File: config.mk
export PLATFORM = sky130hd
export DESIGN_NAME = spi_dac_top
export DESIGN_NICKNAME = d
export VERILOG_FILES = /design/src/design/spi_pkg.sv /design/src/design/spi_xfer_if.sv /design/src/design/spi_clk_gen.sv /design/src/design/spi_shifter.sv /design/src/design/dac_cmd_req.sv /design/src/design/spi_dac_top.sv
export VERILOG_INCLUDE_DIRS = /design/src /design/src/design
export SDC_FILE = /design/constraint.sdc
export NUM_CORES = 1
export LEC_CHECK = 0
export BUFFER_PORTS_ARGS = -buffer_cell sky130_fd_sc_hd__buf_4
export CAP_MARGIN = 15
export CORE_MARGIN = 2
export CORE_UTILIZATION = 57
export CTS_CLUSTER_SIZE = 12
export DETAILED_ROUTE_END_ITERATION = 16
export GPL_ROUTABILITY_DRIVEN = 0
export PLACE_DENSITY = 0.78
export SLEW_MARGIN = 20
export SYNTH_ARGS = -nofsm -noshare
export SYNTH_HDL_FRONTEND = slang
export SYNTH_HIERARCHICAL = 1
export SYNTH_SLANG_ARGS = --single-unit
File: constraint.sdc
create_clock -name CLK50MHZ -period 2.9 [get_ports CLK50MHZ]
set_clock_uncertainty 0.1 [all_clocks]
set_input_delay 0.58 -clock CLK50MHZ [delete_from_list [all_inputs] [get_ports CLK50MHZ]]
set_output_delay 0.58 -clock CLK50MHZ [all_outputs]
set_load 0.05 [all_outputs]
File: src/design/spi_cfg.svh
`ifndef SPI_CFG_SVH
`define SPI_CFG_SVH

// Frame length in bits for one chip select window
`define SPI_WIDTH 32

// CLK50MHZ cycles per half period of the serial clock
// 1 gives a 25 MHz serial clock
`define SPI_DIV 1

`endif

File: src/design/spi_pkg.sv
`include "spi_cfg.svh"

package spi_pkg;

	// One full SPI frame
	typedef logic [`SPI_WIDTH-1:0] spi_word_t;

	// DAC command fields
	typedef logic [3:0]  dac_cmd_t;
	typedef logic [3:0]  dac_addr_t;
	typedef logic [11:0] dac_value_t;

	// DAC frame layout, MSB first on the wire
	typedef struct packed {
		logic [7:0] unused_hi;
		dac_cmd_t   cmd;
		dac_addr_t  addr;
		dac_value_t value;
		logic [3:0] unused_lo;
	} dac_frame_t;

	// Built by fields, shifted as raw bits
	typedef union packed {
		spi_word_t  raw;
		dac_frame_t fields;
	} dac_frame_u;

endpackage

File: src/design/spi_xfer_if.sv
`timescale 1ns/1ps

interface spi_xfer_if;
	import spi_pkg::*;

	spi_word_t tx_word;
	spi_word_t rx_word;
	logic      trig;
	logic      done;

	// User side of the shift engine
	modport requester (
		output tx_word,
		output trig,
		input  rx_word,
		input  done
	);

	modport engine (
		input  tx_word,
		input  trig,
		output rx_word,
		output done
	);

endinterface

File: src/design/spi_clk_gen.sv
`timescale 1ns/1ps
`include "spi_cfg.svh"

module spi_clk_gen (
	input  logic CLK50MHZ,
	input  logic RST,
	output logic clk_hf,
	output logic clk_pos_trig,
	output logic clk_neg_trig
);

	// Counter needs at least one bit even for a divider of 1
	localparam int CNT_W = ($clog2(`SPI_DIV) > 0) ? $clog2(`SPI_DIV) : 1;
	localparam logic [CNT_W-1:0] CNT_LAST = CNT_W'(`SPI_DIV - 1);

	logic [CNT_W-1:0] div_cnt;
	logic             level;
	logic             half_done;

	assign half_done = (div_cnt == CNT_LAST);
	assign clk_hf    = level;

	// Strobes are registered so they line up with the level change
	always_ff @(posedge CLK50MHZ) begin
		if (RST) begin
			div_cnt      <= '0;
			level        <= 1'b0;
			clk_pos_trig <= 1'b0;
			clk_neg_trig <= 1'b0;
		end else begin
			clk_pos_trig <= half_done & ~level;
			clk_neg_trig <= half_done & level;
			if (half_done) begin
				div_cnt <= '0;
				level   <= ~level;
			end else begin
				div_cnt <= div_cnt + 1'b1;
			end
		end
	end

endmodule

File: src/design/spi_shifter.sv
`timescale 1ns/1ps
`include "spi_cfg.svh"

module spi_shifter (
	input  logic             CLK50MHZ,
	input  logic             RST,
	input  logic             clk_hf,
	input  logic             clk_pos_trig,
	input  logic             clk_neg_trig,
	spi_xfer_if.engine       xfer,
	output logic             spi_sck,
	output logic             spi_cs,
	output logic             spi_mosi,
	input  logic             spi_miso
);
	import spi_pkg::*;

	localparam int IDX_W = $clog2(`SPI_WIDTH + 2);
	localparam logic [IDX_W-1:0] LAST_IDX = IDX_W'(`SPI_WIDTH + 1);
	localparam logic [IDX_W-1:0] DATA_IDX = IDX_W'(`SPI_WIDTH);

	localparam logic [1:0] ST_WAIT = 2'd0;
	localparam logic [1:0] ST_SEND = 2'd1;
	localparam logic [1:0] ST_DONE = 2'd2;

	logic [1:0]       state;
	logic [IDX_W-1:0] shift_idx;
	spi_word_t        shift_reg;
	logic             sck_en;

	////////////////////////////////////////
	// Control
	////////////////////////////////////////

	always_ff @(posedge CLK50MHZ) begin
		if (RST) begin
			state <= ST_WAIT;
		end else begin
			case (state)
				ST_WAIT: if (xfer.trig) state <= ST_SEND;
				ST_SEND: if (clk_pos_trig && shift_idx == LAST_IDX) state <= ST_DONE;
				default: state <= ST_WAIT;
			endcase
		end
	end

	// Counts rising strobes inside the frame
	always_ff @(posedge CLK50MHZ) begin
		if (RST) begin
			shift_idx <= '0;
		end else if (state != ST_SEND) begin
			shift_idx <= '0;
		end else if (clk_pos_trig) begin
			if (shift_idx <= DATA_IDX)
				shift_idx <= shift_idx + 1'b1;
			else
				shift_idx <= '0;
		end
	end

	// Decided on the falling strobe so every sck pulse is a full high phase
	always_ff @(posedge CLK50MHZ) begin
		if (RST) begin
			sck_en <= 1'b0;
		end else if (state != ST_SEND) begin
			sck_en <= 1'b0;
		end else if (clk_neg_trig) begin
			sck_en <= (shift_idx >= IDX_W'(2)) && (shift_idx <= LAST_IDX);
		end
	end

	always_ff @(posedge CLK50MHZ) begin
		if (RST)
			spi_cs <= 1'b1;
		else if (xfer.trig)
			spi_cs <= 1'b0;
		else if (xfer.done)
			spi_cs <= 1'b1;
	end

	////////////////////////////////////////
	// Data path
	////////////////////////////////////////

	// MISO enters at the LSB as the MSB leaves on MOSI
	always_ff @(posedge CLK50MHZ) begin
		if (state == ST_WAIT) begin
			if (xfer.trig)
				shift_reg <= xfer.tx_word;
		end else if (state == ST_SEND && clk_pos_trig && shift_idx != '0) begin
			shift_reg <= {shift_reg[`SPI_WIDTH-2:0], spi_miso};
		end
	end

	always_ff @(posedge CLK50MHZ) begin
		if (RST)
			spi_mosi <= 1'b0;
		else if (state == ST_WAIT)
			spi_mosi <= 1'b0;
		else if (state == ST_SEND && clk_pos_trig && shift_idx != '0)
			spi_mosi <= shift_reg[`SPI_WIDTH-1];
	end

	assign spi_sck      = clk_hf & sck_en & (state == ST_SEND);
	assign xfer.rx_word = shift_reg;
	assign xfer.done    = (state == ST_DONE);

endmodule

File: src/design/dac_cmd_req.sv
`timescale 1ns/1ps

module dac_cmd_req (
	input  logic                 CLK50MHZ,
	input  logic                 RST,
	input  logic                 req,
	output logic                 ack,
	input  spi_pkg::dac_cmd_t    cmd,
	input  spi_pkg::dac_addr_t   addr,
	input  spi_pkg::dac_value_t  value,
	output spi_pkg::spi_word_t   readback,
	spi_xfer_if.requester        xfer
);
	import spi_pkg::*;

	localparam logic [1:0] ST_IDLE = 2'd0;
	localparam logic [1:0] ST_BUSY = 2'd1;
	localparam logic [1:0] ST_ACK  = 2'd2;

	logic [1:0] state;
	logic       trig_pulse;
	dac_frame_u frame;

	////////////////////////////////////////
	// Handshake
	////////////////////////////////////////

	always_ff @(posedge CLK50MHZ) begin
		if (RST) begin
			state      <= ST_IDLE;
			trig_pulse <= 1'b0;
			ack        <= 1'b0;
			readback   <= '0;
		end else begin
			trig_pulse <= 1'b0;
			case (state)
				ST_IDLE: begin
					if (req) begin
						trig_pulse <= 1'b1;
						state      <= ST_BUSY;
					end
				end
				ST_BUSY: begin
					if (xfer.done) begin
						readback <= xfer.rx_word;
						ack      <= 1'b1;
						state    <= ST_ACK;
					end
				end
				default: begin
					// Held until the host lets go of req
					if (!req) begin
						ack   <= 1'b0;
						state <= ST_IDLE;
					end
				end
			endcase
		end
	end

	// Frame is captured with the trig so tx_word is stable for the engine
	always_ff @(posedge CLK50MHZ) begin
		if (state == ST_IDLE && req) begin
			frame.fields.unused_hi <= '0;
			frame.fields.cmd       <= cmd;
			frame.fields.addr      <= addr;
			frame.fields.value     <= value;
			frame.fields.unused_lo <= '0;
		end
	end

	assign xfer.trig    = trig_pulse;
	assign xfer.tx_word = frame.raw;

endmodule

File: src/design/spi_dac_top.sv
`timescale 1ns/1ps

module spi_dac_top (
	input  logic                 CLK50MHZ,
	input  logic                 RST,
	input  logic                 req,
	output logic                 ack,
	input  spi_pkg::dac_cmd_t    cmd,
	input  spi_pkg::dac_addr_t   addr,
	input  spi_pkg::dac_value_t  value,
	output spi_pkg::spi_word_t   readback,
	output logic                 spi_sck,
	output logic                 spi_cs,
	output logic                 spi_mosi,
	input  logic                 spi_miso
);

	logic clk_hf;
	logic clk_pos_trig;
	logic clk_neg_trig;

	spi_xfer_if u_xfer ();

	dac_cmd_req u_dac_cmd_req (
		.CLK50MHZ (CLK50MHZ),
		.RST      (RST),
		.req      (req),
		.ack      (ack),
		.cmd      (cmd),
		.addr     (addr),
		.value    (value),
		.readback (readback),
		.xfer     (u_xfer.requester)
	);

	spi_clk_gen u_spi_clk_gen (
		.CLK50MHZ     (CLK50MHZ),
		.RST          (RST),
		.clk_hf       (clk_hf),
		.clk_pos_trig (clk_pos_trig),
		.clk_neg_trig (clk_neg_trig)
	);

	spi_shifter u_spi_shifter (
		.CLK50MHZ     (CLK50MHZ),
		.RST          (RST),
		.clk_hf       (clk_hf),
		.clk_pos_trig (clk_pos_trig),
		.clk_neg_trig (clk_neg_trig),
		.xfer         (u_xfer.engine),
		.spi_sck      (spi_sck),
		.spi_cs       (spi_cs),
		.spi_mosi     (spi_mosi),
		.spi_miso     (spi_miso)
	);

endmodule

; Word-level counts from Yosys, hierarchy flattened
; Index checks and enable logic that the tools add are counted.
[totals]
out_inout_bits = 36
wordCells = 73
in_bits = 24
ff_bits = 103
[classes]
order_cmp = 3
eq_ne = 11
muxes = 16
addsub = 2
n_reduce_logical = 19
bitwise_logic = 7
[op_table]
columns = operator, count
row1 = 2-to-1 mux 32 bit, 3
row2 = "less-or-equal comparator 6 bit, second input constant", 2
row3 = 2-to-1 mux 2 bit, 5
row4 = "inequality test 2 x 1 -> 1 bit, second input constant", 4
row5 = one-hot mux 2 bit (2 select lines), 2
row6 = OR reduction 2 bit, 4
row7 = "adder 6 x 1 -> 6 bit, second input constant", 1
row8 = "equality test 6 bit, second input constant", 1
row9 = ">= comparator 6 x 2 -> 1 bit, second input constant", 1
row10 = 2-to-1 mux 6 bit, 1
row11 = AND reduction 2 bit, 3
row12 = AND reduction 3 bit, 2
row13 = nonzero test 6 bit, 1
row14 = logical AND 1 bit, 5
row15 = AND 1 bit, 4
row16 = "equality test 2 x 1 -> 1 bit, second input constant", 2
row17 = logical NOT 2 bit, 2
row18 = 2-to-1 mux 1 bit, 4
row19 = "inequality test 2 bit, second input constant", 2
row20 = nonzero test 2 bit, 2
row21 = "inequality test 3 x 1 -> 1 bit, second input constant", 1
row22 = inverter 1 bit, 3
row23 = "equality test 2 bit, second input constant", 1
row24 = one-hot mux 1 bit (2 select lines), 1
row25 = "adder 1 bit, second input constant", 1

; Longest topological paths before layout
; Gate-level depths: netlist (run 1).
[depth]
ltp_word = 5
mapped_depth = 5

; Hierarchy
; Netlist (run 1), hierarchy kept.
[modules_own_cells]
columns = module, area_per_inst_um2, cells_each, n_inst
row1 = dac_cmd_req, 2319.7, 190, 1
row2 = spi_shifter, 1888.1, 127, 1
row3 = spi_clk_gen, 108.9, 9, 1

; Least setup slack after synthesis (run 1)
; Ideal clock, no wire load.
[synth_timing]
kind = reg2reg
start = reg u_spi_shifter.state[0]
end = reg u_spi_shifter.shift_reg[0] (netlist: u_spi_shifter/xfer.rx_word[0]), enable pin
stages_incl_launch_ff = 4
path_slack_ps = 836
setup_ps = 388
t_arrival_ps = 1577
required_ps = 2412
period_less_slack_ps = 2064
cell_sequence = dfxtp_1 -> nor2_2 -> buf_2 -> a21o_1
[synth_via]
elab_chain_len = 5
word_cells_on_any_way = 7
classes_between = eq/ne (2) / reduce/logical (5)
[synth_rtl]
columns = element, line_no
row1 = from (decl), spi_shifter.sv:26  ; logic [1:0] state;
row2 = from (signal assigned), spi_shifter.sv:37  ; state <= ST_WAIT;
row3 = from (signal assigned), spi_shifter.sv:40  ; ST_WAIT: if (xfer.trig) state <= ST_SEND;
row4 = from (signal assigned), spi_shifter.sv:41  ; ST_SEND: if (clk_pos_trig && shift_idx == LAST_IDX) state <= ST_DONE;
row5 = equality test 2 x 1 -> 1 bit, spi_shifter.sv:90  ; end else if (state == ST_SEND && clk_pos_trig && shift_idx != '0) begin
row6 = logical AND 1 bit (2 in series), spi_shifter.sv:90
row7 = nonzero test 2 bit (no source line), -
row8 = AND reduction 2 bit (no source line) *, -
row9 = to (signal assigned), spi_shifter.sv:89  ; shift_reg <= xfer.tx_word;
row10 = to (signal assigned), spi_shifter.sv:91  ; shift_reg <= {shift_reg[`SPI_WIDTH-2:0], spi_miso};
row11 = to (decl), spi_shifter.sv:28  ; spi_word_t shift_reg;
; Mark *: on every way between the ends. The rest lies on a longest branch, timed or not.
; A chain may end at the register's enable or synchronous reset.

; Worst setup path in the final report (run 1)
[layout_timing]
start = reg u_spi_shifter.state[0]
end = out spi_sck
[layout_via]
elab_chain_len = 2
[layout_rtl]
columns = element, line_no
row1 = equality test 2 x 1 -> 1 bit, spi_shifter.sv:104  ; assign spi_sck = clk_hf & sck_en & (state == ST_SEND);
row2 = AND 1 bit, spi_shifter.sv:104
row3 = to (decl), spi_dac_top.sv:12  ; output logic spi_sck,
; No other way between the ends.

==> run metrics, run 1 <==
status=complete, no violations; # hold bufs at CTS=0; number of max-cap violations=0; crit start category=register; design area=4980 sq um; total negative slack=0 ns; Netlist cell types=43; Post-Synthesis Cell Area=4320 sq um; hpwl dp=4.42 mm; mux contribution to synthesized area=0.163; XOR/XNOR Fraction of Synth Area=0.0101; initial antenna violation count=0; placed cell areas=4760 sq um; P_leak=1.83 nW; Final Hold Fails=0; worst vdd ir=348 uV; share of layout cells above drive strength 1=0.290; first-pass GRT wire length=11.3 mm; Die Y-Extent=91.0 um; Final Cycle Share=0.674; GRT Util Overall=0.174; largest area contributor in the netlist=edfxtp_1; combinational family with the most area after synthesis=multiplexers; Post-DRT Antenna Nets=0; Max Clk Rate=512 MHz; share of Yosys cell area claimed by the top area cell type=0.362; num rows=31; CP max stage delay=0.48 ns; number of synthesized flops with an enable pin=52; Slew @ Worst Pin=0.569 ns; Slowest-stage cell, CP=dfxtp_1; Worst-Skew Late Latency=0.36 ns; DRC errors left=0; Rel. slew slack=0.621; Starting Density=0.592; synthesis-to-layout area growth=15.3%; Clock Sinks=103; input/output buffers=59; grt ovf=0; top cells by area, synth=edfxtp_1 (36%), dfxtp_1 (24%), nand2b_1 (9.6%); Pwr Density=552 nW/um^2; Hold WC Path Type=input port to register; WL final=7.08 mm; most common cell in the synthesized netlist=nand2b_1; largest net degree at the start of global routing=77; Crit path max-delay family=flip-flops; Synthesis Warnings=6; Reg clk slew, reported paths=0.10 ns; Setup crit end kind=output pin; final slew viol count=0; post-synthesis sequential area ratio=0.598; TritonRoute pass-1 iters=4; Core Box Area=7290 sq um; endpoints failing setup=0; CTS Buffer Depth=2; worst-path fanout max=7; FF+latch count, synth=103; vias=2472; Main synth FF type=edfxtp_1; CP bufs+invs=1; CTS resizes=0; CTS tree=built; number of global-route vias before repair=2404; asr flop ratio synth=0; crit path kind=register to output pin; DR vias/cell=5.07; post-CTS setup buffers=0; # diodes=0; WP data required=2.22 ns; Boundary Pins=60; Adder-Cell Fraction of Synth Area=0.00870; Synth top cells by count=nand2b_1 (66), edfxtp_1 (52), dfxtp_1 (51); Total Nets Final=411; compound-cell area share of the yosys netlist=0.0197; crit-path cells=and4b_1 > buf_4; CP Data Arrival Time=1.27 ns; Die Wd=91.0 um; Inserted Clock Buffers=9; hold_ws=0.288 ns; Die ar.=8290 sq um; RSZ-0062 raised after global routing=no; wire length per cell=14.5 um; worst slack, placed=0.964 ns; worst setup margin=0.946 ns; Syn Area/Cell=13.2 sq um; H-tree depth=3; post-synthesis cell count=326; Period minus WS final=1.95 ns; root buf cell=clkbuf_8; Simple-Gate Fraction of Synth Area=0.147; drt initial violations=131
==> kinds of logic after synthesis <==
group,count (synthesis)
other,2
muxes,66
AOI/OAI and AO/OA,12
xor gates and xnor gates,5
buffers and inverters,31
DFF,103
and+or+nand+nor,104
adders and majority gates,3
==> cells in the final DEF (no fill, tap or decap), types with 2 or more instances in the layout <==
cell type,instances
nand4_1,2
a21oi_1,2
ha_1,3
bufinv_16,2
nand2_1,5
nor2b_1,2
nand3b_1,2
nor3b_1,3
mux2i_1,33
a31oi_1,2
mux2_2,29
nor3_1,3
mux2_1,4
clkinv_4,3
clkbuf_8,9
nor2_1,9
inv_1,4
xor2_1,4
nand2b_1,66
edfxtp_1,52
and4_1,2
dfxtp_1,51
conb_1,13
buf_4,63
==> registers in the layout, indices dropped and copies added, names as in the netlist <==
signal and flops:
u_dac_cmd_req/xfer.tx_word 20, u_spi_clk_gen/clk_pos_trig 1, u_spi_shifter/state 2, u_spi_shifter/spi_mosi 1, u_spi_clk_gen/clk_neg_trig 1, u_dac_cmd_req/xfer.trig 1, u_spi_shifter/shift_idx 6, u_dac_cmd_req/ack 1
u_dac_cmd_req/readback 32, u_dac_cmd_req/state 2, u_spi_shifter/sck_en 1, u_spi_clk_gen/clk_hf 1, u_spi_shifter/xfer.rx_word 32, u_spi_clk_gen/div_cnt 1, u_spi_shifter/spi_cs 1
==> power breakdown <==
part | switching (mW) | leakage [nW] | total [mW] | internal (mW)
sequential | 0.0248 | 0.899 | 1.62 | 1.59
clock | 0.476 | 0.107 | 0.964 | 0.487
combinational | 0.0782 | 0.821 | 0.167 | 0.0883
==> metrics by stage <==
step | std cells | power [mW] | util
detailed placement | 472 | 1.82 | 0.652
global placement | 472 | 1.81 | 0.652
global route | 488 | 2.85 | 0.683
finish | 488 | 2.75 | 0.683
floorplan | 337 | 1.77 | -
CTS | 488 | 2.78 | 0.683
==> final timing paths <==
check	slack [ns]	endpoint	startpoint	depth (start not counted)
worst max-delay path	0.95	spi_sck	u_spi_shifter/state[0]	2
worst min-delay path	0.29	u_dac_cmd_req/xfer.tx_word[14]	value[10]	1
worst max register to register	0.96	u_spi_shifter/xfer.rx_word[27]	u_spi_shifter/shift_idx[1]	5
worst min register to register	0.37	u_spi_clk_gen/clk_pos_trig	u_spi_clk_gen/div_cnt	1
==> layer usage <==
layer | global-route usage | vias to the layer above | share of wire
met5 | 0 | - | 0
met4 | 0.0492 | 0 | 0.0065
met3 | 0.0539 | 5 | 0.041
met2 | 0.294 | 59 | 0.50
met1 | 0.216 | 1188 | 0.45
li1 | - | 1220 | -
==> final cells by class <==
| class | instances | area [sq um] |
|---|---|---|
| clock buffers | 9 | 124 |
| clock inverters | 7 | 97.6 |
| fillers | 565 | 2310 |
| inverters | 4 | 15.0 |
| multi-input cells | 203 | 1560 |
| flip-flops and latches | 103 | 2580 |
| well taps | 99 | 124 |
| repair buffers | 63 | 473 |
Power figures use the tool's default switching activity.
==> inputs of run 2 (changes only) <==
==> constraint.sdc (replaced) <==
create_clock -name CLK50MHZ -period 1.8 [get_ports CLK50MHZ]
set_clock_uncertainty 0.1 [all_clocks]
set_input_delay 0.36 -clock CLK50MHZ [delete_from_list [all_inputs] [get_ports CLK50MHZ]]
set_output_delay 0.36 -clock CLK50MHZ [all_outputs]
set_load 0.05 [all_outputs]
==> run metrics, run 2 (synthesized netlist as in run 1, its figures left out) <==
Slowest-stage cell, CP=dfxtp_1; Die Wd=91.0 um; crit start category=register; drt initial violations=83; Final Cycle Share=0.941; Starting Density=0.592; P_leak=1.86 nW; endpoints failing setup=0; TritonRoute pass-1 iters=4; DR vias/cell=5.07; Comb power frac=0.067; status=complete, no violations; grt ovf=0; CP bufs+invs=1; number of max-cap violations=0; worst vdd ir=598 uV; net switching power=0.992 mW; Clock Sinks=103; Post-DRT Antenna Nets=0; crit-path cells=and4b_1 > buf_4; wire length per cell=14.2 um; Crit path max-delay family=flip-flops; DRC errors left=0; Met2 Wirelength=3.31 mm; Reg clk slew, reported paths=0.11 ns; Pwr Density=865 nW/um^2; H-tree depth=3; num rows=31; largest net degree at the start of global routing=45; power share of the clock group=0.339; input/output buffers=59; RSZ-0062 raised after global routing=no; Period minus WS final=1.69 ns; commonest non-fill, non-tap cell in the layout=nand2b_1; total negative slack=0 ns; top sig layer=met4; final slew viol count=0; crit path kind=register to output pin; CTS resizes=0; CP max stage delay=0.46 ns; design area=5070 sq um; CP Data Arrival Time=1.23 ns; Max Clk Rate=590 MHz; Core Util, Final=0.695; CTS Buffer Depth=2; Inserted Clock Buffers=9; root buf cell=clkbuf_8; # hold bufs at CTS=0; number of global-route vias before repair=2524; vias=2500; M1 WL=3.27 mm; placed cell areas=4850 sq um; post-CTS setup buffers=0; initial antenna violation count=0; first-pass GRT wire length=11.9 mm; Die ar.=8290 sq um; WP data required=1.34 ns; Final Hold Fails=0; # diodes=0; routed wl met3=258 um; Total Nets Final=416; sequential share of power=0.594; synthesis-to-layout area growth=17.4%; Boundary Pins=60; WL final=6.99 mm; share of layout cells above drive strength 1=0.312; Net Sw Frac=0.226; worst-path fanout max=6; Core Box Area=7290 sq um; Hold WC Path Type=input port to register; Setup crit end kind=output pin; Pint=3.40 mW; hpwl dp=4.51 mm; commonest non-fill, non-tap cells in the layout=nand2b_1 (66), buf_4 (64), edfxtp_1 (52); Filler cells=550; Worst-Skew Late Latency=0.36 ns; GRT Util Overall=0.182; hold_ws=0.0647 ns; Die Y-Extent=91.0 um; CTS tree=built
[run 2: through the flow]
stage | power (mW) | worst slack [ns] | cells
CTS | 4.42 | 0.0397 | 493
global route | 4.56 | 0.00355 | 493
detailed placement | 2.95 | 0.0843 | 477
finish | 4.39 | 0.106 | 493
global placement | 2.94 | 0.121 | 477
floorplan | 2.85 | 0.177 | 337
[run 2: layout make-up]
class                           count  area (sq um)  share of cell area
Sequential cell                   103          2580               0.510
Multi-Input combinational cell    203          1580               0.312
Timing Repair Buffer               68           561               0.111
Clock buffer                       10           128              0.0252
Tap cell                           99           124              0.0244
Clock inverter                      6          76.3              0.0151
Inverter                            4          15.0             0.00296
[run 2: worst reg2reg max path: cells and delay by family (launching register included)]
family                   cells  cell delay, ns
AO/OA/AOI/OAI                2            0.43
adder cells (fa/ha/maj)      1            0.23
buffers and inverters        2            0.22
flip-flops                   1            0.43
[run 2: final timing paths]
kind / cells after the start / endpoint / slack, ns / from
worst max-delay path: 2 / spi_sck / 0.11 / u_spi_shifter/state[1]
worst min-delay path: 1 / u_dac_cmd_req/xfer.tx_word[23] / 0.06 / cmd[3]
worst max register to register: 5 / u_spi_shifter/xfer.rx_word[11] / 0.12 / u_spi_shifter/shift_idx[0]
worst min register to register: 2 / u_dac_cmd_req/readback[25] / 0.37 / u_dac_cmd_req/readback[25]
[run 2: per-layer routing]
metal,up-vias,global-route usage
li1,1236,-
met1,1196,0.245
met2,54,0.284
met3,14,0.0440
met4,0,0.0758
met5,-,0
[run 2: power groups by stage]
stage	Combinational, mW	Clock, mW	Sequential, mW
after floorplan	0.204	0	2.65
after detailed placement	0.298	0	2.65
after CTS	0.299	1.52	2.60
final	0.296	1.49	2.60
after global routing	0.326	1.62	2.61
after global placement	0.290	0	2.65
